File: config.mk
export PLATFORM = sky130hd
export DESIGN_NAME = exec_stage
export DESIGN_NICKNAME = d
export VERILOG_FILES = /design/src/logic/cpu_isa_pkg.sv /design/src/logic/cpu_pipe_pkg.sv /design/src/logic/exec_stage.sv
export VERILOG_INCLUDE_DIRS = /design/src /design/src/logic
export SDC_FILE = /design/constraint.sdc
export NUM_CORES = 1
export LEC_CHECK = 0
export BUFFER_PORTS_ARGS = -buffer_cell sky130_fd_sc_hd__buf_2
export CAP_MARGIN = 25
export CORE_MARGIN = 3
export CORE_UTILIZATION = 45
export CTS_CLUSTER_DIAMETER = 50
export DETAILED_ROUTE_END_ITERATION = 7
export PLACE_DENSITY = 0.66
export SYNTH_ARGS = -nofsm -noshare
export SYNTH_HDL_FRONTEND = slang
export SYNTH_SLANG_ARGS = --single-unit
File: constraint.sdc
create_clock -name clk -period 4.5 [get_ports clk]
set_input_delay 0.225 -clock clk [delete_from_list [all_inputs] [get_ports clk]]
set_output_delay 0.225 -clock clk [all_outputs]
set_load 0.05 [all_outputs]
File: src/logic/cpu_cfg.svh
`ifndef CPU_CFG_SVH
`define CPU_CFG_SVH

// Datapath widths
`define CPU_DBITS      32
`define CPU_REGNOBITS  4
`define CPU_IMMBITS    16
`define CPU_DMEM_WORDS 256

// Memory-mapped I/O
`define CPU_ADDR_HEX   32'hFFFFF000
`define CPU_ADDR_LEDR  32'hFFFFF020
`define CPU_ADDR_KEY   32'hFFFFF080
`define CPU_ADDR_SW    32'hFFFFF090
`define CPU_HEXBITS    24
`define CPU_LEDRBITS   10
`define CPU_KEYBITS    4
`define CPU_SWBITS     10

`endif
File: src/logic/cpu_isa_pkg.sv
`default_nettype none
`include "cpu_cfg.svh"

package cpu_isa_pkg;

  typedef logic [`CPU_DBITS-1:0]     word_t;
  typedef logic [`CPU_REGNOBITS-1:0] regno_t;

  typedef enum logic [5:0] {
    OP1_ALUR = 6'b000000,
    OP1_LW   = 6'b010010,
    OP1_SW   = 6'b011010,
    OP1_ADDI = 6'b100000,
    OP1_ANDI = 6'b100100,
    OP1_ORI  = 6'b100101,
    OP1_XORI = 6'b100110
  } op1_t;

  // Secondary opcode, only meaningful under ALUR
  typedef enum logic [7:0] {
    OP2_EQ   = 8'b00001000,
    OP2_LT   = 8'b00001001,
    OP2_LE   = 8'b00001010,
    OP2_NE   = 8'b00001011,
    OP2_ADD  = 8'b00100000,
    OP2_AND  = 8'b00100100,
    OP2_OR   = 8'b00100101,
    OP2_XOR  = 8'b00100110,
    OP2_SUB  = 8'b00101000,
    OP2_NXOR = 8'b00101110,
    OP2_RSHF = 8'b00110000,
    OP2_LSHF = 8'b00110001
  } op2_t;

  typedef struct packed {
    op1_t       op1;    // 31:26
    op2_t       op2;    // 25:18
    logic [5:0] unused; // 17:12
    regno_t     rd;     // 11:8
    regno_t     rs;     // 7:4
    regno_t     rt;     // 3:0
  } inst_r_t;

  // Immediate sits on top of op2 low bits and rd
  typedef struct packed {
    op1_t                   op1;
    logic [1:0]             unused;
    logic [`CPU_IMMBITS-1:0] imm;   // 23:8
    regno_t                 rs;
    regno_t                 rt;
  } inst_i_t;

  typedef union packed {
    inst_r_t r;
    inst_i_t i;
  } inst_t;

  typedef enum logic {
    WR_MEM = 1'b0,
    WR_ALU = 1'b1
  } wr_src_t;

  typedef struct packed {
    logic    use_imm;   // Second ALU operand is the immediate
    logic    mem_we;
    logic    mem_re;
    logic    reg_we;
    wr_src_t wr_src;
    logic    dst_is_rd; // Else rt is the destination
  } ctrl_t;

endpackage

`default_nettype wire

File: src/logic/cpu_pipe_pkg.sv
`default_nettype none

package cpu_pipe_pkg;

  import cpu_isa_pkg::*;

  // Decode to execute
  typedef struct packed {
    logic   valid;
    op1_t   op1;
    op2_t   op2;
    word_t  rs_value;
    word_t  rt_value;
    word_t  imm;      // Already sign-extended
    regno_t rt;
    regno_t rd;
    ctrl_t  ctrl;
  } id_ex_t;

  // Execute to memory
  typedef struct packed {
    logic    valid;
    word_t   alu_result;
    word_t   store_data;
    regno_t  dst;
    logic    mem_we;
    logic    mem_re;
    logic    reg_we;
    wr_src_t wr_src;
  } ex_mem_t;

  // Memory to register file
  typedef struct packed {
    logic   we;
    regno_t regno;
    word_t  data;
  } wb_t;

endpackage

`default_nettype wire

File: src/logic/exec_stage.sv
`timescale 1ns/1ns
`default_nettype none

module exec_stage (
  input  wire                  clk,
  input  wire                  reset,
  input  wire cpu_pipe_pkg::id_ex_t id_ex,
  output cpu_pipe_pkg::ex_mem_t ex_mem
);

  import cpu_isa_pkg::*;
  import cpu_pipe_pkg::*;

  word_t      op_a;
  word_t      op_b;
  logic [4:0] shamt;
  word_t      alu_out;
  ex_mem_t    ex_mem_d;

  assign op_a  = id_ex.rs_value;
  assign op_b  = id_ex.ctrl.use_imm ? id_ex.imm : id_ex.rt_value;
  assign shamt = op_b[4:0];

  always_comb begin
    case (id_ex.op1)
      OP1_ALUR: begin
        case (id_ex.op2)
          OP2_EQ:   alu_out = word_t'(op_a == op_b);
          OP2_LT:   alu_out = word_t'($signed(op_a) < $signed(op_b));
          OP2_LE:   alu_out = word_t'($signed(op_a) <= $signed(op_b));
          OP2_NE:   alu_out = word_t'(op_a != op_b);
          OP2_ADD:  alu_out = op_a + op_b;
          OP2_AND:  alu_out = op_a & op_b;
          OP2_OR:   alu_out = op_a | op_b;
          OP2_XOR:  alu_out = op_a ^ op_b;
          OP2_SUB:  alu_out = op_a - op_b;
          OP2_NXOR: alu_out = op_a ~^ op_b;
          OP2_RSHF: alu_out = $signed(op_a) >>> shamt; // Sign fill
          OP2_LSHF: alu_out = op_a << shamt;
          default:  alu_out = '0;
        endcase
      end
      OP1_LW, OP1_SW, OP1_ADDI: alu_out = op_a + op_b; // Address or sum
      OP1_ANDI: alu_out = op_a & op_b;
      OP1_ORI:  alu_out = op_a | op_b;
      OP1_XORI: alu_out = op_a ^ op_b;
      default:  alu_out = '0;
    endcase
  end

  always_comb begin
    ex_mem_d.valid      = id_ex.valid;
    ex_mem_d.alu_result = alu_out;
    ex_mem_d.store_data = id_ex.rt_value;
    ex_mem_d.dst        = id_ex.ctrl.dst_is_rd ? id_ex.rd : id_ex.rt;
    // Bubbles carry no enables forward
    ex_mem_d.mem_we     = id_ex.valid & id_ex.ctrl.mem_we;
    ex_mem_d.mem_re     = id_ex.valid & id_ex.ctrl.mem_re;
    ex_mem_d.reg_we     = id_ex.valid & id_ex.ctrl.reg_we;
    ex_mem_d.wr_src     = id_ex.ctrl.wr_src;
  end

  always_ff @(posedge clk or posedge reset) begin
    if (reset)
      ex_mem <= '0;
    else
      ex_mem <= ex_mem_d;
  end

endmodule

`default_nettype wire

==> run summary <==
====================================================================================
Run status ............................................................ finished, final reports clean
Register name with the most flops .....................................       ex_mem
Clock Path Buffers ....................................................            2
Multi-input gate area .................................................   10,200 µm²
Maximum VDD drop ......................................................     0.159 mV
Relative contribution of combinational cells to total power ...........        57.8%
Routed len/inst .......................................................      29.9 µm
Max Cap Viol ..........................................................            0
Horizontal die dimension ..............................................       175 µm
Portion of total power attributed to the clock network ................        22.0%
Count of mapped cells out of synthesis ................................        1,666
Final WL ..............................................................      67.0 mm
Biggest fanout along the worst timing path ............................           30
Share of flip-flops with an asynchronous set or reset after synthesis .         100%
Share of total power in sequential cells ..............................        20.2%
Drt initial violations ................................................        2,286
Required time worst endpoint ..........................................      4.81 ns
Row count .............................................................           61
Vias after detailed routing ...........................................       15,500
Pin count of the biggest net entering global routing ..................           57
Max_slew headroom .....................................................        34.3%
Routability congestion estimate .......................................         1.09
IO buf count ..........................................................          199
Area share of the largest cell type after synthesis ...................        14.2%
Clock tree root buffer cell ........................................... sky130_fd_sc_hd__clkbuf_16
Arrival time of the worst setup path ..................................      4.17 ns
Chip height ...........................................................       175 µm
Sequential cell area ..................................................     1830 µm²
Main flop type after synthesis ........................................ sky130_fd_sc_hd__dfrtp_1
Antenna viol nets, final ..............................................            0
Remaining routing DRC violations ......................................            0
Switching power as a share of total power .............................        49.7%
Largest area contributor in the synthesized netlist ................... sky130_fd_sc_hd__dfrtp_1
Min-Delay Path Class ..................................................       in2reg
Startpoint type of the worst setup path ...............................    input pin
Final critical-path share of the clock period .........................        85.7%
Inserted Clock Buffers ................................................            9
Share of layout cells above drive strength 1 ..........................        19.5%
Shortest period the worst path allows .................................      3.86 ns
Number of synthesized register bits ...................................           73
TritonRoute pass-1 iters ..............................................            7
Share of the core filled with cells ...................................        53.6%
CTS tree ..............................................................         done
P_sw ..................................................................      1740 µW
Most used standard cell by instance count after synthesis ............. sky130_fd_sc_hd__mux2i_1
Ranking of synthesized cells by instance count ........................ sky130_fd_sc_hd__mux2i_1, sky130_fd_sc_hd__nand2_1, sky130_fd_sc_hd__a21oi_1
Initial core utilization ..............................................        45.9%
Total track usage .....................................................        42.1%
Final Hold Vio Count ..................................................            0
Initial antenna violation count .......................................            1
Half-perimeter wire length after placement ............................      51.4 mm
Aggregate negative setup slack ........................................         0 ns
Clk sinks .............................................................           73
Reported leakage power ................................................   0.00694 µW
Area of the die .......................................................   30,700 µm²
Final Max Slew Viols ..................................................            0
Library cells used by synthesis .......................................           82
Setup-failing EPs final ...............................................            0
Combined area of all synthesized cells ................................   12,900 µm²
Largest registers .....................................................   ex_mem x73
Count of yosys warnings during synthesis ..............................            0
Clock transition at path regs .........................................      0.08 ns
Final global-route overflow total .....................................            0
Largest cells by area after synthesis ................................. sky130_fd_sc_hd__dfrtp_1, sky130_fd_sc_hd__mux2i_1, sky130_fd_sc_hd__ha_1
Post-synth EDFFs ......................................................            0
Post-cts sizing count .................................................            0
Sequential-to-total area share from yosys stat ........................        14.2%
First-pass GRT wire length ............................................      96.6 mm
Syn nets ..............................................................        1,909
RSZ-0062 raised after global routing ..................................           no
# fillers .............................................................        2,748
Maximum clock rate ....................................................    0.259 GHz
Worst setup path start ................................................     id_ex[5]
Setup CP Type .........................................................       in2reg
Core box area .........................................................   28,000 µm²
Critical path endpoint category .......................................     register
P_int .................................................................      1760 µW
Via density per instance ..............................................         6.90
Layout-stage area growth over the synthesis result ....................        16.8%
Worst hold endpoint ................................................... ex_mem[8]$_DFF_PP0_
Min-Delay Path Depth ..................................................            1
Number of top-level design ports ......................................          200
Worst Max-Slew Pin Slew ...............................................     0.976 ns
Number of levels the H-tree was split into ............................            3
Mean area per synthesized cell ........................................     7.72 µm²
Total power divided by cell area ......................................   232 nW/µm²
Largest register FFs ..................................................           73
Layout Nets ...........................................................        2,099
Via count of the first global-routing pass ............................       14,300
Hold Crit Start .......................................................    id_ex[46]
====================================================================================
cells in the final DEF (no fill, tap or decap), types with 48 or more instances in the layout:
master                       n
sky130_fd_sc_hd__inv_1     103
sky130_fd_sc_hd__buf_4      69
sky130_fd_sc_hd__mux2i_1   161
sky130_fd_sc_hd__nand2_1   147
sky130_fd_sc_hd__o211ai_1   48
sky130_fd_sc_hd__dfrtp_1    73
sky130_fd_sc_hd__o21ai_0    86
sky130_fd_sc_hd__a21oi_1   126
sky130_fd_sc_hd__nor2_1    123
sky130_fd_sc_hd__buf_2     199
sky130_fd_sc_hd__ha_1      114
cells by family (layout without fill, tap and decap cells):
group           count (synthesis)  count (layout)  share of synthesized area (%)
compound gates                543             543                           28.3
xor+xnor                       33              33                           2.25
fa+ha+maj                     116             116                           11.4
buf+inv                       229             424                           7.09
flops                          73              73                           14.2
mux                           219             219                           20.4
other cells                     0               1                              0
simple gates                  453             453                           16.4
power groups by stage:
stage / Sequential, µW / Clock (µW) / Combinational [µW]
detailed placement: 718 / 0 / 1910
global route: 708 / 788 / 2120
CTS: 705 / 773 / 1940
global placement: 718 / 0 / 1920
floorplan: 856 / 0 / 1130
finish: 706 / 768 / 2020
through the flow:
stage	power [µW]	std cells	instance area (µm²)	worst slack, ns	hold WS [ns]
6_report	3490	2240	15000	0.643	0.00208
5_1_grt	3610	2239	15000	0.444	0.0118
4_1_cts	3420	2239	15000	0.749	0.00920
3_5_place_dp	2630	2194	14400	0.415	0.336
3_3_place_gp	2630	2194	14400	0.521	0.335
2_1_floorplan	1990	1666	12900	0.549	0.256
cell type report:
type	instances	share of cell area [%]
Sequential cell	73	12.2
Timing Repair Buffer	300	12.4
Multi-Input combinational cell	1364	67.6
Inverter	108	2.72
Clock buffer	9	1.50
Antenna cell	1	0.0167
Tap cell	378	3.15
Clock inverter	7	0.408
per-layer routing:
metal / global-route usage (%) / routed length (µm)
met3: 7.76 / 7550
met4: 26.0 / 5300
met2: 63.1 / 27900
met1: 56.0 / 26200
met5: 0 / 13
critical path: stages:
cell and delay (ns):
sky130_fd_sc_hd__buf_2 0.19, sky130_fd_sc_hd__buf_12 0.28, sky130_fd_sc_hd__mux2i_4 0.50, sky130_fd_sc_hd__ha_1 0.30
sky130_fd_sc_hd__nor2b_1 0.11, sky130_fd_sc_hd__o31ai_1 0.53, sky130_fd_sc_hd__a311oi_1 0.20, sky130_fd_sc_hd__buf_4 0.19
sky130_fd_sc_hd__nor4_1 0.50, sky130_fd_sc_hd__o21ai_1 0.28, sky130_fd_sc_hd__a221oi_1 0.41, sky130_fd_sc_hd__mux2i_1 0.29
sky130_fd_sc_hd__o22a_1 0.15
repair_timing:
action | CTS | global route
hold endpoints to repair | 63 | 0
hold buffers | 29 | 0
setup buffers | 0 | 0
how the worst max path moves through the flow:
stage                            to  slack (ns)  cells past startpoint
2_1_floorplan  ex_mem[69]$_DFF_PP0_        0.55                     14
3_3_place_gp   ex_mem[40]$_DFF_PP0_        0.52                     13
3_5_place_dp   ex_mem[69]$_DFF_PP0_        0.42                     13
4_1_cts        ex_mem[69]$_DFF_PP0_        0.75                     13
5_1_grt        ex_mem[69]$_DFF_PP0_        0.44                     13
6_report       ex_mem[40]$_DFF_PP0_        0.64                     13
(Power assumes the default switching activity.)
