## src/logic/cpu_cfg.svh

```systemverilog
`ifndef CPU_CFG_SVH
`define CPU_CFG_SVH

// Datapath widths
`define CPU_DBITS      32
`define CPU_REGNOBITS  4
`define CPU_IMMBITS    16
`define CPU_DMEM_WORDS 256

// Memory-mapped I/O
`define CPU_ADDR_HEX   32'hFFFFF000
`define CPU_ADDR_LEDR  32'hFFFFF020
`define CPU_ADDR_KEY   32'hFFFFF080
`define CPU_ADDR_SW    32'hFFFFF090
`define CPU_HEXBITS    24
`define CPU_LEDRBITS   10
`define CPU_KEYBITS    4
`define CPU_SWBITS     10

`endif
```

## src/logic/cpu_isa_pkg.sv

```systemverilog
`default_nettype none
`include "cpu_cfg.svh"

package cpu_isa_pkg;

  typedef logic [`CPU_DBITS-1:0]     word_t;
  typedef logic [`CPU_REGNOBITS-1:0] regno_t;

  typedef enum logic [5:0] {
    OP1_ALUR = 6'b000000,
    OP1_LW   = 6'b010010,
    OP1_SW   = 6'b011010,
    OP1_ADDI = 6'b100000,
    OP1_ANDI = 6'b100100,
    OP1_ORI  = 6'b100101,
    OP1_XORI = 6'b100110
  } op1_t;

  // Secondary opcode, only meaningful under ALUR
  typedef enum logic [7:0] {
    OP2_EQ   = 8'b00001000,
    OP2_LT   = 8'b00001001,
    OP2_LE   = 8'b00001010,
    OP2_NE   = 8'b00001011,
    OP2_ADD  = 8'b00100000,
    OP2_AND  = 8'b00100100,
    OP2_OR   = 8'b00100101,
    OP2_XOR  = 8'b00100110,
    OP2_SUB  = 8'b00101000,
    OP2_NXOR = 8'b00101110,
    OP2_RSHF = 8'b00110000,
    OP2_LSHF = 8'b00110001
  } op2_t;

  typedef struct packed {
    op1_t       op1;    // 31:26
    op2_t       op2;    // 25:18
    logic [5:0] unused; // 17:12
    regno_t     rd;     // 11:8
    regno_t     rs;     // 7:4
    regno_t     rt;     // 3:0
  } inst_r_t;

  // Immediate sits on top of op2 low bits and rd
  typedef struct packed {
    op1_t                   op1;
    logic [1:0]             unused;
    logic [`CPU_IMMBITS-1:0] imm;   // 23:8
    regno_t                 rs;
    regno_t                 rt;
  } inst_i_t;

  typedef union packed {
    inst_r_t r;
    inst_i_t i;
  } inst_t;

  typedef enum logic {
    WR_MEM = 1'b0,
    WR_ALU = 1'b1
  } wr_src_t;

  typedef struct packed {
    logic    use_imm;   // Second ALU operand is the immediate
    logic    mem_we;
    logic    mem_re;
    logic    reg_we;
    wr_src_t wr_src;
    logic    dst_is_rd; // Else rt is the destination
  } ctrl_t;

endpackage

`default_nettype wire

```

## src/logic/cpu_pipe_pkg.sv

```systemverilog
`default_nettype none

package cpu_pipe_pkg;

  import cpu_isa_pkg::*;

  // Decode to execute
  typedef struct packed {
    logic   valid;
    op1_t   op1;
    op2_t   op2;
    word_t  rs_value;
    word_t  rt_value;
    word_t  imm;      // Already sign-extended
    regno_t rt;
    regno_t rd;
    ctrl_t  ctrl;
  } id_ex_t;

  // Execute to memory
  typedef struct packed {
    logic    valid;
    word_t   alu_result;
    word_t   store_data;
    regno_t  dst;
    logic    mem_we;
    logic    mem_re;
    logic    reg_we;
    wr_src_t wr_src;
  } ex_mem_t;

  // Memory to register file
  typedef struct packed {
    logic   we;
    regno_t regno;
    word_t  data;
  } wb_t;

endpackage

`default_nettype wire

```

## src/logic/decode_stage.sv

```systemverilog
`timescale 1ns/1ns
`default_nettype none
`include "cpu_cfg.svh"

module decode_stage (
  input  wire                 clk,
  input  wire                 reset,
  input  wire                 inst_valid,
  input  wire cpu_isa_pkg::inst_t inst,
  input  wire cpu_isa_pkg::word_t rs_value,
  input  wire cpu_isa_pkg::word_t rt_value,
  output cpu_isa_pkg::regno_t rs,
  output cpu_isa_pkg::regno_t rt,
  output cpu_pipe_pkg::id_ex_t id_ex
);

  import cpu_isa_pkg::*;
  import cpu_pipe_pkg::*;

  ctrl_t  ctrl;
  logic   op2_known;
  id_ex_t id_ex_d;

  // Register file reads are combinational
  assign rs = inst.r.rs;
  assign rt = inst.r.rt;

  always_comb begin
    case (inst.r.op2)
      OP2_EQ, OP2_LT, OP2_LE, OP2_NE, OP2_ADD, OP2_AND, OP2_OR,
      OP2_XOR, OP2_SUB, OP2_NXOR, OP2_RSHF, OP2_LSHF: op2_known = 1'b1;
      default: op2_known = 1'b0;
    endcase
  end

  // Anything unrecognised stays all off
  always_comb begin
    ctrl = '0;
    case (inst.r.op1)
      OP1_ALUR: begin
        ctrl.reg_we    = op2_known; // Bad op2 turns into a no-op here
        ctrl.wr_src    = WR_ALU;
        ctrl.dst_is_rd = 1'b1;
      end
      OP1_LW: begin
        ctrl.use_imm = 1'b1;
        ctrl.mem_re  = 1'b1;
        ctrl.reg_we  = 1'b1;
        ctrl.wr_src  = WR_MEM;
      end
      OP1_SW: begin
        ctrl.use_imm = 1'b1;
        ctrl.mem_we  = 1'b1;
      end
      OP1_ADDI, OP1_ANDI, OP1_ORI, OP1_XORI: begin
        ctrl.use_imm = 1'b1;
        ctrl.reg_we  = 1'b1;
        ctrl.wr_src  = WR_ALU;
      end
      default: ctrl = '0;
    endcase
  end

  always_comb begin
    id_ex_d.valid    = inst_valid;
    id_ex_d.op1      = inst.r.op1;
    id_ex_d.op2      = inst.r.op2;
    id_ex_d.rs_value = rs_value;
    id_ex_d.rt_value = rt_value;
    id_ex_d.imm      = {{(`CPU_DBITS-`CPU_IMMBITS){inst.i.imm[`CPU_IMMBITS-1]}}, inst.i.imm};
    id_ex_d.rt       = inst.r.rt;
    id_ex_d.rd       = inst.r.rd;
    id_ex_d.ctrl     = ctrl;
  end

  always_ff @(posedge clk or posedge reset) begin
    if (reset)
      id_ex <= '0;
    else
      id_ex <= id_ex_d;
  end

endmodule

`default_nettype wire

```

## config.mk

```make
export PLATFORM = sky130hd
export DESIGN_NAME = decode_stage
export DESIGN_NICKNAME = d
export VERILOG_FILES = /design/src/logic/cpu_isa_pkg.sv /design/src/logic/cpu_pipe_pkg.sv /design/src/logic/decode_stage.sv
export VERILOG_INCLUDE_DIRS = /design/src /design/src/logic
export SDC_FILE = /design/constraint.sdc
export NUM_CORES = 1
export LEC_CHECK = 0
export BUFFER_PORTS_ARGS = -buffer_cell sky130_fd_sc_hd__buf_2
export CAP_MARGIN = 10
export CELL_PAD_IN_SITES_DETAIL_PLACEMENT = 0
export CELL_PAD_IN_SITES_GLOBAL_PLACEMENT = 1
export CORE_ASPECT_RATIO = 2
export CORE_MARGIN = 2
export CORE_UTILIZATION = 31
export CTS_CLUSTER_SIZE = 14
export DETAILED_ROUTE_END_ITERATION = 10
export GPL_TIMING_DRIVEN = 1
export PLACE_DENSITY_LB_ADDON = 0.2
export SLEW_MARGIN = 20
export SYNTH_ARGS = -nofsm -noshare
export SYNTH_HDL_FRONTEND = slang
export SYNTH_SLANG_ARGS = --single-unit
```

## constraint.sdc

```tcl
create_clock -name clk -period 6.2 [get_ports clk]
set_input_delay 0.62 -clock clk [delete_from_list [all_inputs] [get_ports clk]]
set_output_delay 0.62 -clock clk [all_outputs]
set_load 0.02 [all_outputs]
```

==> run_summary.xml <==
<?xml version="1.0" encoding="UTF-8"?>
<metrics>
  <group name="clocking">
    <metric name="post_cts.resized_instances" unit="">0</metric>
    <metric name="cts_tree" unit="">built</metric>
    <metric name="root_buffer_selected_by_cts" unit="">sky130_fd_sc_hd__clkbuf_16</metric>
    <metric name="cts-hold-fix-buffers" unit="">0</metric>
    <metric name="max-clock-path-buffers" unit="">2</metric>
    <metric name="ctsHtreeMaxLevel" unit="">3</metric>
    <metric name="cts_sinks" unit="">99</metric>
    <metric name="post-cts-setup-buffers" unit="">0</metric>
    <metric name="worst_setup_hold_path_clk_slew" unit="ns">0.06</metric>
    <metric name="number_of_buffers_created_by_cts" unit="">9</metric>
  </group>
  <group name="die">
    <metric name="die_h" unit="um">141</metric>
    <metric name="num_rows" unit="">50</metric>
    <metric name="dieArea" unit="sq mm">0.0102</metric>
    <metric name="floorplan.die.width" unit="um">72.4</metric>
    <metric name="floorplan.initialDensity" unit="%">31.3</metric>
    <metric name="ioPinCount" unit="">232</metric>
    <metric name="core_footprint" unit="sq mm">0.00926</metric>
  </group>
  <group name="layout">
    <metric name="drive_above_1_share" unit="%">66.7</metric>
    <metric name="most_frequent_cells_in_the_layout" unit="">223 x sky130_fd_sc_hd__buf_2, 99 x sky130_fd_sc_hd__dfrtp_1, 9 x sky130_fd_sc_hd__clkbuf_16, 3 x sky130_fd_sc_hd__inv_1, 3 x sky130_fd_sc_hd__clkbuf_8</metric>
    <metric name="utilization" unit="%">45.5</metric>
    <metric name="area_growth_from_synthesis_to_layout" unit="%">45.3</metric>
    <metric name="largest_reg_flops" unit="">99</metric>
    <metric name="area_of_combinational_cells_with_multiple_inputs" unit="sq um">149</metric>
    <metric name="num_antenna_cells" unit="">0</metric>
    <metric name="final_common_cell" unit="">sky130_fd_sc_hd__buf_2</metric>
    <metric name="finish.net_count" unit="">460</metric>
    <metric name="layout.cell_area.non_filler" unit="sq mm">0.00422</metric>
    <metric name="fillers" unit="">873</metric>
    <metric name="sequential_cell_area" unit="sq mm">0.00248</metric>
    <metric name="reg.largest.list" unit="">id_ex x99</metric>
    <metric name="max_flop_register" unit="">id_ex</metric>
  </group>
  <group name="synthesis">
    <metric name="synth.ff_latch_count" unit="">99</metric>
    <metric name="syn_avg_cell_area" unit="sq um">18.1</metric>
    <metric name="synthMuxAreaShare" unit="%">0</metric>
    <metric name="yosys.area_share.simple" unit="%">2.07</metric>
    <metric name="synth-compound-area-share" unit="%">2.67</metric>
    <metric name="synthAdderAreaFrac" unit="%">0.388</metric>
    <metric name="yosys.cell_types.count" unit="">21</metric>
    <metric name="syn_nets" unit="">259</metric>
    <metric name="synthesized_cell_area" unit="sq mm">0.00290</metric>
    <metric name="syn-instance-count" unit="">160</metric>
    <metric name="combinational_family_with_the_most_area_after_synthesis" unit="">buffers and inverters</metric>
    <metric name="portion_of_the_post_synthesis_area_used_by_sequential_elements" unit="%">85.4</metric>
    <metric name="post_synth_xor_area_fraction" unit="%">0</metric>
    <metric name="synth_warnings" unit="">0</metric>
  </group>
  <group name="worst_setup_path">
    <metric name="crit_fanout" unit="">18</metric>
    <metric name="worstPathRequired" unit="ns">5.58</metric>
    <metric name="critPathArrivalTime" unit="ns">1.12</metric>
    <metric name="cp_num_buf_inv" unit="">1</metric>
    <metric name="worst_stage_delay_on_the_critical_path" unit="ns">0.55</metric>
    <metric name="critical_path_class" unit="">reg -&gt; out</metric>
    <metric name="endpoint_kind" unit="">output pin</metric>
    <metric name="slowest_stage" unit="">sky130_fd_sc_hd__dfrtp_1</metric>
    <metric name="worst_path_dominant_cell_family" unit="">flip-flops</metric>
    <metric name="worstPathCellList" unit="">buf_2</metric>
    <metric name="crit_path_start_kind" unit="">flip-flop</metric>
  </group>
  <group name="sta">
    <metric name="timing.final.max_slew_violations" unit="">0</metric>
    <metric name="timing.final.crit_period" unit="ns">1.74</metric>
    <metric name="fin_crit_sh" unit="%">28.1</metric>
    <metric name="setup_violations_final" unit="">0</metric>
    <metric name="max_clock_freq" unit="MHz">575</metric>
    <metric name="final_hold_viol_count" unit="">0</metric>
    <metric name="tns" unit="ns">0</metric>
    <metric name="max_slew.worst_pin.slew" unit="ns">0.754</metric>
    <metric name="timing.slew.headroom" unit="%">49.8</metric>
    <metric name="rsz0062_at_grt" unit="">false</metric>
  </group>
  <group name="run">
    <metric name="drv.max_cap_violation_count" unit="">0</metric>
  </group>
  <group name="routing">
    <metric name="firstDrtPassIters" unit="">4</metric>
    <metric name="avgViaCountPerCell" unit="">4.11</metric>
    <metric name="detail_route.wirelength" unit="mm">7.07</metric>
    <metric name="final_antenna_net_count" unit="">0</metric>
    <metric name="initialDrtViolationCount" unit="">26</metric>
    <metric name="detail_route.wl_per_cell" unit="um">15.0</metric>
    <metric name="detailroute.via_count" unit="">1931</metric>
    <metric name="drt_drc_violations_left" unit="">0</metric>
  </group>
  <group name="grt">
    <metric name="first_global_vias" unit="">2107</metric>
    <metric name="grt_start_max_net_pins" unit="">63</metric>
    <metric name="grtUsageTotal" unit="%">14.1</metric>
    <metric name="grt_pass1_wl" unit="mm">10.4</metric>
    <metric name="grt_antenna_before_repair" unit="">1</metric>
    <metric name="global_route.overflow_total" unit="">0</metric>
  </group>
  <group name="place">
    <metric name="hpwl_after_detailed_placement" unit="mm">5.65</metric>
    <metric name="placement.io_buffers" unit="">223</metric>
    <metric name="post_dp_cell_area" unit="sq mm">0.00390</metric>
    <metric name="gp_congestion" unit="">0.810</metric>
  </group>
  <group name="power">
    <metric name="power_density" unit="mW/mm^2">332</metric>
    <metric name="static-leakage-power" unit="nW">2.28</metric>
    <metric name="irDropWorstVdd" unit="V">0.000193</metric>
  </group>
  <group name="status">
    <metric name="run_status" unit="">finished, final reports clean</metric>
  </group>
  <group name="worst_hold_path">
    <metric name="hp-class" unit="">in -&gt; async</metric>
  </group>
</metrics>
cell type report:
type	instances	share of cell area, %
clock buffer	12	6.32
clock inverter	4	1.13
inverter	5	0.505
multi-input combinational	22	3.53
sequential	99	58.8
tap	104	3.09
timing repair buffer	224	26.7
power by group:
group	total, W	leakage (nW)	internal (W)	switching (W)
logic	0.000151	0.957	0.0000528	0.0000986
registers	0.000686	1.17	0.000677	0.00000903
clock network	0.000563	0.155	0.000344	0.000220
total	0.00140	2.28	0.00107	0.000327
cell usage after synthesis (all sizes together):
cell     count  area share [%]
a211o        1            0.30
a21oi        2            0.35
buf         34             8.8
dfrtp       99              85
inv          5            0.65
maj3         1            0.39
nand2        1            0.13
nand2b       1            0.22
nand3        1            0.17
nor2         2            0.26
nor2b        2            0.43
nor3         2            0.35
nor4b        1            0.52
o2111ai      1            0.30
o21a         1            0.26
o21ai        2            0.34
o21bai       2            0.52
o22a         1            0.30
o31a         1            0.30
kinds of logic after synthesis:
group	count (synthesis)
compound gates	11
fa+ha+maj	1
buf+inv	39
flops	99
simple gates	10
metal layers:
layer  up-vias  wire length [um]  share of wire [%]  track usage [%]
met2       125              4030                 57             26.3
li1        874                 -                  -                -
met1       909              2040                 29             11.4
met5         -                 0                  0                0
met3        23               644                9.1             4.93
met4         0               350                5.0             10.0
path summary, 6_finish.rpt:
path	startpoint	endpoint	slack, ns	cells after the start
worst max-delay path	id_ex[115]	id_ex[30]	4.46	1
max in group asynchronous	reset	id_ex[54]	4.78	3
worst min-delay path	reset	id_ex[108]	0.29	2
min in group clk	rs_value[29]	id_ex[107]	0.39	1
through the flow:
step / total power (W) / std cells / hold slack, ns / setup WS (ns)
5_1_grt: 0.00146 / 470 / 0.327 / 4.37
3_5_place_dp: 0.000853 / 454 / 0.665 / 4.33
3_3_place_gp: 0.000852 / 454 / 0.661 / 4.37
6_report: 0.00140 / 470 / 0.291 / 4.46
2_1_floorplan: 0.000789 / 160 / 0.651 / 2.99
4_1_cts: 0.00143 / 470 / 0.300 / 4.43
Note: power is estimated with default switching activity, not from simulation.
