--- config.mk ---
export PLATFORM = sky130hd
export DESIGN_NAME = reg_file
export DESIGN_NICKNAME = d
export VERILOG_FILES = /design/src/logic/cpu_isa_pkg.sv /design/src/logic/cpu_pipe_pkg.sv /design/src/logic/reg_file.sv
export VERILOG_INCLUDE_DIRS = /design/src /design/src/logic
export SDC_FILE = /design/constraint.sdc
export NUM_CORES = 1
export LEC_CHECK = 0
export BUFFER_PORTS_ARGS = -buffer_cell sky130_fd_sc_hd__buf_2
export CAP_MARGIN = 20
export CORE_MARGIN = 8
export CORE_UTILIZATION = 44
export CTS_BUF_LIST = sky130_fd_sc_hd__clkbuf_4 sky130_fd_sc_hd__clkbuf_8
export CTS_CLUSTER_SIZE = 14
export DETAILED_ROUTE_END_ITERATION = 12
export PLACE_DENSITY_LB_ADDON = 0.3
export SLEW_MARGIN = 0
export SYNTH_ARGS = -nofsm -noshare
export SYNTH_HDL_FRONTEND = slang
export SYNTH_SLANG_ARGS = --single-unit
export TNS_END_PERCENT = 5
--- constraint.sdc ---
create_clock -name clk -period 32 [get_ports clk]
set_input_delay 6.4 -clock clk [delete_from_list [all_inputs] [get_ports clk]]
set_output_delay 6.4 -clock clk [all_outputs]
set_load 0.02 [all_outputs]
--- src/logic/cpu_cfg.svh ---
`ifndef CPU_CFG_SVH
`define CPU_CFG_SVH

// Datapath widths
`define CPU_DBITS      32
`define CPU_REGNOBITS  4
`define CPU_IMMBITS    16
`define CPU_DMEM_WORDS 256

// Memory-mapped I/O
`define CPU_ADDR_HEX   32'hFFFFF000
`define CPU_ADDR_LEDR  32'hFFFFF020
`define CPU_ADDR_KEY   32'hFFFFF080
`define CPU_ADDR_SW    32'hFFFFF090
`define CPU_HEXBITS    24
`define CPU_LEDRBITS   10
`define CPU_KEYBITS    4
`define CPU_SWBITS     10

`endif
--- src/logic/cpu_isa_pkg.sv ---
`default_nettype none
`include "cpu_cfg.svh"

package cpu_isa_pkg;

  typedef logic [`CPU_DBITS-1:0]     word_t;
  typedef logic [`CPU_REGNOBITS-1:0] regno_t;

  typedef enum logic [5:0] {
    OP1_ALUR = 6'b000000,
    OP1_LW   = 6'b010010,
    OP1_SW   = 6'b011010,
    OP1_ADDI = 6'b100000,
    OP1_ANDI = 6'b100100,
    OP1_ORI  = 6'b100101,
    OP1_XORI = 6'b100110
  } op1_t;

  // Secondary opcode, only meaningful under ALUR
  typedef enum logic [7:0] {
    OP2_EQ   = 8'b00001000,
    OP2_LT   = 8'b00001001,
    OP2_LE   = 8'b00001010,
    OP2_NE   = 8'b00001011,
    OP2_ADD  = 8'b00100000,
    OP2_AND  = 8'b00100100,
    OP2_OR   = 8'b00100101,
    OP2_XOR  = 8'b00100110,
    OP2_SUB  = 8'b00101000,
    OP2_NXOR = 8'b00101110,
    OP2_RSHF = 8'b00110000,
    OP2_LSHF = 8'b00110001
  } op2_t;

  typedef struct packed {
    op1_t       op1;    // 31:26
    op2_t       op2;    // 25:18
    logic [5:0] unused; // 17:12
    regno_t     rd;     // 11:8
    regno_t     rs;     // 7:4
    regno_t     rt;     // 3:0
  } inst_r_t;

  // Immediate sits on top of op2 low bits and rd
  typedef struct packed {
    op1_t                   op1;
    logic [1:0]             unused;
    logic [`CPU_IMMBITS-1:0] imm;   // 23:8
    regno_t                 rs;
    regno_t                 rt;
  } inst_i_t;

  typedef union packed {
    inst_r_t r;
    inst_i_t i;
  } inst_t;

  typedef enum logic {
    WR_MEM = 1'b0,
    WR_ALU = 1'b1
  } wr_src_t;

  typedef struct packed {
    logic    use_imm;   // Second ALU operand is the immediate
    logic    mem_we;
    logic    mem_re;
    logic    reg_we;
    wr_src_t wr_src;
    logic    dst_is_rd; // Else rt is the destination
  } ctrl_t;

endpackage

`default_nettype wire

--- src/logic/cpu_pipe_pkg.sv ---
`default_nettype none

package cpu_pipe_pkg;

  import cpu_isa_pkg::*;

  // Decode to execute
  typedef struct packed {
    logic   valid;
    op1_t   op1;
    op2_t   op2;
    word_t  rs_value;
    word_t  rt_value;
    word_t  imm;      // Already sign-extended
    regno_t rt;
    regno_t rd;
    ctrl_t  ctrl;
  } id_ex_t;

  // Execute to memory
  typedef struct packed {
    logic    valid;
    word_t   alu_result;
    word_t   store_data;
    regno_t  dst;
    logic    mem_we;
    logic    mem_re;
    logic    reg_we;
    wr_src_t wr_src;
  } ex_mem_t;

  // Memory to register file
  typedef struct packed {
    logic   we;
    regno_t regno;
    word_t  data;
  } wb_t;

endpackage

`default_nettype wire

--- src/logic/reg_file.sv ---
`timescale 1ns/1ns
`default_nettype none
`include "cpu_cfg.svh"

module reg_file (
  input  wire                 clk,
  input  wire                 reset,
  input  wire cpu_isa_pkg::regno_t rs,
  input  wire cpu_isa_pkg::regno_t rt,
  input  wire cpu_pipe_pkg::wb_t   wb,
  output cpu_isa_pkg::word_t  rs_value,
  output cpu_isa_pkg::word_t  rt_value
);

  import cpu_isa_pkg::*;
  import cpu_pipe_pkg::*;

  localparam int REG_WORDS = 1 << `CPU_REGNOBITS;

  word_t regs [REG_WORDS];

  // r0 is not hardwired
  always_ff @(posedge clk or posedge reset) begin
    if (reset) begin
      for (int i = 0; i < REG_WORDS; i++)
        regs[i] <= '0;
    end else if (wb.we) begin
      regs[wb.regno] <= wb.data;
    end
  end

  assign rs_value = regs[rs];
  assign rt_value = regs[rt];

endmodule

`default_nettype wire

==> results of run 1 <==
==> power groups by stage <==
stage | Clock [uW] | Combinational, uW | Sequential, uW
global placement | 0 | 460 | 902
CTS | 619 | 474 | 905
floorplan | 0 | 377 | 879
finish | 607 | 470 | 909
detailed placement | 0 | 473 | 916
global route | 650 | 504 | 930
==> Yosys cell counts <==
cell type | number | area, sq um
nor2_1 | 9 | 33.8
or4_1 | 1 | 7.51
nand3b_1 | 3 | 22.5
or3_1 | 2 | 12.5
mux2_4 | 30 | 450
inv_1 | 1 | 3.75
nand3_1 | 3 | 15.0
mux2_1 | 17 | 191
nor3b_1 | 2 | 15.0
a22oi_1 | 128 | 961
buf_2 | 72 | 360
dfrtp_1 | 512 | 12800
nand2_1 | 66 | 248
nand2_2 | 1 | 6.26
clkbuf_1 | 92 | 345
nor2b_1 | 4 | 25.0
buf_6 | 3 | 33.8
mux4_2 | 256 | 5770
buf_1 | 6 | 22.5
mux2_2 | 465 | 5240
nor3_2 | 3 | 30.0
nand2b_1 | 3 | 18.8
and2_1 | 2 | 12.5
==> cell type report <==
| cell class | count | area (sq um) |
|---|---|---|
| multi-input cells | 995 | 13200 |
| flip-flops and latches | 512 | 12800 |
| diodes | 3 | 7.51 |
| clock inverters | 16 | 106 |
| well taps | 782 | 978 |
| inverters | 1 | 11.3 |
| clock buffers | 138 | 1690 |
| repair buffers | 145 | 858 |
| fillers | 5105 | 30500 |
==> stage by stage <==
step / utilization, % / hold WS, ns / instance area, sq um / worst slack [ns] / total power (uW)
floorplan: - / 0.470 / 26600 / 11.30 / 1260
global placement: 46.3 / 0.482 / 27800 / 15.78 / 1360
detailed placement: 46.3 / 0.494 / 27800 / 15.78 / 1390
CTS: 49.3 / 0.508 / 29600 / 15.78 / 2000
global route: 49.3 / 0.530 / 29600 / 15.53 / 2080
finish: 49.3 / 0.508 / 29600 / 15.87 / 1990
==> cells by family (layout without fill, tap and decap cells) <==
logic type | count (synthesis) | count (layout) | synth area share [%]
multiplexers | 768 | 768 | 43.7
AO/OA/AOI/OAI | 128 | 128 | 3.61
other | 0 | 3 | 0
buffers and inverters | 174 | 300 | 2.88
AND/OR/NAND/NOR | 99 | 99 | 1.68
flip-flops | 512 | 512 | 48.1
==> final timing paths <==
kind,cells past startpoint,to,startpoint
worst max-delay path,7,rt_value[8],rt[0]
worst min-delay path,1,regs[389],regs[389]
worst max register to register,1,regs[75],regs[75]
worst min register to register,1,regs[389],regs[389]
max in group asynchronous,4,regs[9],reset
min in group asynchronous,2,regs[478],reset
==> layer usage <==
layer  routed length [um]  part of all wire (%)  vias to the layer above  track usage (%)
li1                     -                     -                     6709                -
met1                32000                    43                     9011             30.5
met2                35700                    48                      614             35.0
met3                 5340                   7.1                      135             5.12
met4                 1760                   2.4                        8             6.25
met5                   58                 0.078                        -                0
==> layout by cell type (no fill, tap or decap), drive strengths merged <==
cell / netlist / layout
dfrtp: 512 / 512
mux2: 512 / 512
mux4: 256 / 256
buf: 81 / 145
clkbuf: 92 / 138
a22oi: 128 / 128
nand2: 67 / 67
clkinv: 0 / 12
nor2: 9 / 9
nor2b: 4 / 4
diode: 0 / 3
nor3: 3 / 3
nand3b: 3 / 3
nand2b: 3 / 3
nand3: 3 / 3
inv: 1 / 3
nor3b: 2 / 2
or3: 2 / 2
and2: 2 / 2
clkinvlp: 0 / 2
or4: 1 / 1
==> critical path: cells and delay by family <==
kind | cells | cell delay (ns)
buffers and inverters | 4 | 2.26
AOI/OAI and AO/OA | 1 | 0.19
muxes | 1 | 0.59
and+or+nand+nor | 1 | 0.19
==> results.sh, run 1 <==
export IMPL_status="completed"
export IMPL_avgSynthCellArea_sq_um=15.8
export IMPL_cts_resized=0
export IMPL_skew_ns=0
export IMPL_crit_type="in2out"
export IMPL_p_clk_share_pct=30.6
export IMPL_first_iter_violations=1458
export IMPL_cts_tree="done"
export IMPL_cp_start_kind="input port"
export IMPL_netlist_area_sq_um=26600
export IMPL_clk_pin_slew_ns=0.06
export IMPL_nets=1790
export IMPL_clockBufferDepth=3
export IMPL_switching_power_uw=569
export IMPL_dr_pass1_iters=7
export IMPL_post_cts_buffers=0
export IMPL_ys_types=23
export IMPL_drive_above_1_share_pct=59.5
export IMPL_die_area_sq_um=68600
export IMPL_postRouteAntennaNets=0
export IMPL_core_sq_um=60100
export IMPL_slew_viol_final=0
export IMPL_finalNonFillerCells=2592
export IMPL_io_buffers=110
export IMPL_vias_per_cell=6.36
export IMPL_endpoint_kind="output port"
export IMPL_fin_tns_setup_ns=0
export IMPL_route_detailed_drc=0
export IMPL_root_buffer="clkbuf_8"
export IMPL_io_pins=111
export IMPL_rows=90
export IMPL_grt_max_degree=159
export IMPL_finalHoldViolCount=0
export IMPL_synth_seq_cells=512
export IMPL_place_congestion=0.778
export IMPL_crit_fanout=53
export IMPL_htreeDepth=3
export IMPL_worstPathRequired_ns=25.60
export IMPL_largest_registers="regs (512)"
export IMPL_grt_pass1_wl_um=114000
export IMPL_antenna_found_initial=10
export IMPL_regMostFlops="regs"
export IMPL_arrival_ns=9.73
export IMPL_synth_yosys_seq_area_share_pct=48.1
export IMPL_min_path_type="reg2reg"
export IMPL_drt_total_wl_um=74800
export IMPL_swShare_pct=28.6
export IMPL_fin_crit_sh_pct=50.4
export IMPL_p_int_uw=1420
export IMPL_fp_dieH_um=262
export IMPL_cts_sinks=512
export IMPL_worstMarginPinSlew_ns=1.00
export IMPL_insertion_delay_ns=0.67
export IMPL_dp_hpwl_um=40300
export IMPL_max_slew_margin_pct=33.2
export IMPL_cellPowerDensity_nw_per_um2=67.0
export IMPL_dr_total_vias=16477
export IMPL_initial_utilization_pct=44.3
export IMPL_hold_buffers=0
export IMPL_slowest_stage="buf_4"
export IMPL_dp_cells=2435
export IMPL_ir_drop_uv=42.3
export IMPL_max_stage_delay_ns=0.79
export IMPL_largest_reg_flops=512
export IMPL_p_comb_share_pct=23.7
export IMPL_rrSetupSlack_ns=31.18
export IMPL_pwr_share_seq_pct=45.8
export IMPL_cap_violations=0
export IMPL_synth_cells=1681
export IMPL_grt_util_all_layers_pct=22.1
export IMPL_period_needed_ns=16.13
export IMPL_synth_nets=1728
export IMPL_grt_overflow=0
export IMPL_rsz0062_at_grt="no"
export IMPL_fmax_mhz=62.0
export IMPL_drt_wirelength_per_cell_um=28.9
export IMPL_cp_common_cell="buf_4"
export IMPL_grt_pass1_vias=17447
export IMPL_leakage_uw=0.0126
export IMPL_fp_dieW_um=262
export IMPL_cts_buffers=88
export IMPL_crit_chain="buf_8, buf_4, buf_4, mux4_2, a22oi_1, nand2_1, buf_2"
export IMPL_setup_violations=0
export IMPL_area_delta_synth_final_pct=11.3
export IMPL_yosysWarningCount=0
Power figures use the tool's default switching activity.
==> run 2: changes to the inputs <==
==> constraint.sdc (replaced) <==
create_clock -name clk -period 15.4 [get_ports clk]
set_input_delay 3.08 -clock clk [delete_from_list [all_inputs] [get_ports clk]]
set_output_delay 3.08 -clock clk [all_outputs]
set_load 0.02 [all_outputs]
==> results.sh, run 2 (synthesized netlist as in run 1, its figures left out) <==
export IMPL_cp_common_cell="buf_4"
export IMPL_register_area_sq_um=12800
export IMPL_grt_pass1_vias=17841
export IMPL_path_delay_family="buffers and inverters"
export IMPL_nets=1790
export IMPL_skew_ns=0
export IMPL_cts_sinks=512
export IMPL_finalNonFillerCells=2596
export IMPL_cp_start_kind="input port"
export IMPL_fp_dieW_um=262
export IMPL_grt_overflow=0
export IMPL_min_path_type="reg2reg"
export IMPL_area_delta_synth_final_pct=11.9
export IMPL_worstMarginPinSlew_ns=1.13
export IMPL_largest_reg_flops=512
export IMPL_fill_cells=5086
export IMPL_cts_buffers=88
export IMPL_worstPathRequired_ns=12.32
export IMPL_setup_violations=0
export IMPL_fin_crit_sh_pct=61.7
export IMPL_crit_chain="buf_8, buf_4, buf_4, mux4_2, a22oi_1, nand2_1, buf_2"
export IMPL_drt_total_wl_um=75400
export IMPL_hold_buffers=0
export IMPL_period_needed_ns=9.50
export IMPL_postRouteAntennaNets=0
export IMPL_place_congestion=0.730
export IMPL_rows=90
export IMPL_m1WireLength_um=32400
export IMPL_io_buffers=110
export IMPL_clk_pin_slew_ns=0.06
export IMPL_route_detailed_drc=0
export IMPL_antenna_found_initial=9
export IMPL_slew_viol_final=0
export IMPL_drive_above_1_share_pct=59.6
export IMPL_grt_util_all_layers_pct=22.5
export IMPL_io_pins=111
export IMPL_vias_per_cell=6.41
export IMPL_initial_utilization_pct=44.3
export IMPL_clockBufferDepth=3
export IMPL_first_iter_violations=1436
export IMPL_grt_pass1_wl_um=115000
export IMPL_min_from="regs[408]"
export IMPL_die_area_sq_um=68600
export IMPL_cts_tree="done"
export IMPL_met2WireLength_um=34900
export IMPL_leakage_uw=0.0126
export IMPL_fin_tns_setup_ns=0
export IMPL_core_sq_um=60100
export IMPL_power_total_uw=4180
export IMPL_post_cts_buffers=0
export IMPL_post_place_ws_ns=5.81
export IMPL_endpoint_kind="output port"
export IMPL_arrival_ns=6.42
export IMPL_slowest_stage="buf_4"
export IMPL_critical_path_buf_inv_count=4
export IMPL_reg2reg_from="regs[372]"
export IMPL_layout_common_cells="dfrtp_1 (512), mux2_2 (465), mux4_2 (256)"
export IMPL_highest_layer="met5"
export IMPL_dp_cells=2434
export IMPL_htreeDepth=3
export IMPL_crit_type="in2out"
export IMPL_wl_met3_um=5660
export IMPL_max_slew_margin_pct=24.5
export IMPL_fp_dieH_um=262
export IMPL_crit_fanout=58
export IMPL_drt_wirelength_per_cell_um=29.0
export IMPL_finalHoldViolCount=0
export IMPL_cellPowerDensity_nw_per_um2=140
export IMPL_regMostFlops="regs"
export IMPL_grt_max_degree=189
export IMPL_cts_resized=0
export IMPL_dr_pass1_iters=5
export IMPL_rsz0062_at_grt="no"
export IMPL_setup_ws_ns=5.90
export IMPL_status="completed"
export IMPL_cap_violations=0
export IMPL_final_common_cell="dfrtp_1"
export IMPL_max_stage_delay_ns=0.79
export IMPL_ir_drop_uv=75.5
export IMPL_insertion_delay_ns=0.67
export IMPL_largest_registers="regs (512)"
export IMPL_dr_total_vias=16643
export IMPL_multiInputGateArea_sq_um=13200
export IMPL_setup_worst_path_start="rt[0]"
export IMPL_fmax_mhz=105
export IMPL_dp_hpwl_um=40500
export IMPL_fin_util_pct=49.5
export IMPL_root_buffer="clkbuf_8"
==> run 2: cell count changes in the layout (fill, tap and decap cells not counted), moves of 2 or more <==
cell and delta:
clkinv_2 -5, clkinvlp_4 +2, clkbuf_8 +9, buf_4 -3
==> run 2: area by class of cell <==
class                           count  area share (%)
Timing Repair Buffer              145            3.02
Tap cell                          782            3.28
Multi-Input combinational cell    995            44.2
Antenna cell                        4          0.0336
Clock buffer                      146            6.07
Sequential cell                   512            43.0
Inverter                            1          0.0252
Clock inverter                     11           0.315
==> run 2: layer usage <==
metal | up-vias | global-route usage, %
li1 | 6705 | -
met1 | 9096 | 31.5
met2 | 652 | 34.2
met3 | 178 | 5.50
met4 | 12 | 7.71
met5 | - | 0
==> run 2: metrics by stage <==
| step | cell area, sq um | hold slack [ns] |
|---|---|---|
| 2_1_floorplan | 26600 | 0.470 |
| 3_3_place_gp | 27800 | 0.483 |
| 3_5_place_dp | 27800 | 0.502 |
| 4_1_cts | 29800 | 0.514 |
| 5_1_grt | 29800 | 0.530 |
| 6_report | 29800 | 0.509 |
==> run 2: worst paths after layout <==
kind	cells after the start	endpoint	slack, ns
setup / recovery	7	rt_value[19]	5.90
hold / removal	1	regs[408]	0.51
setup reg to reg	1	regs[372]	14.59
hold reg to reg	1	regs[408]	0.51
max in group asynchronous	6	regs[494]	10.61
min in group asynchronous	3	regs[286]	2.70
==> run 2: where the power goes <==
part	switching, uW	internal (uW)
combinational	391	586
sequential	224	1660
clock	566	756
total	1180	3000
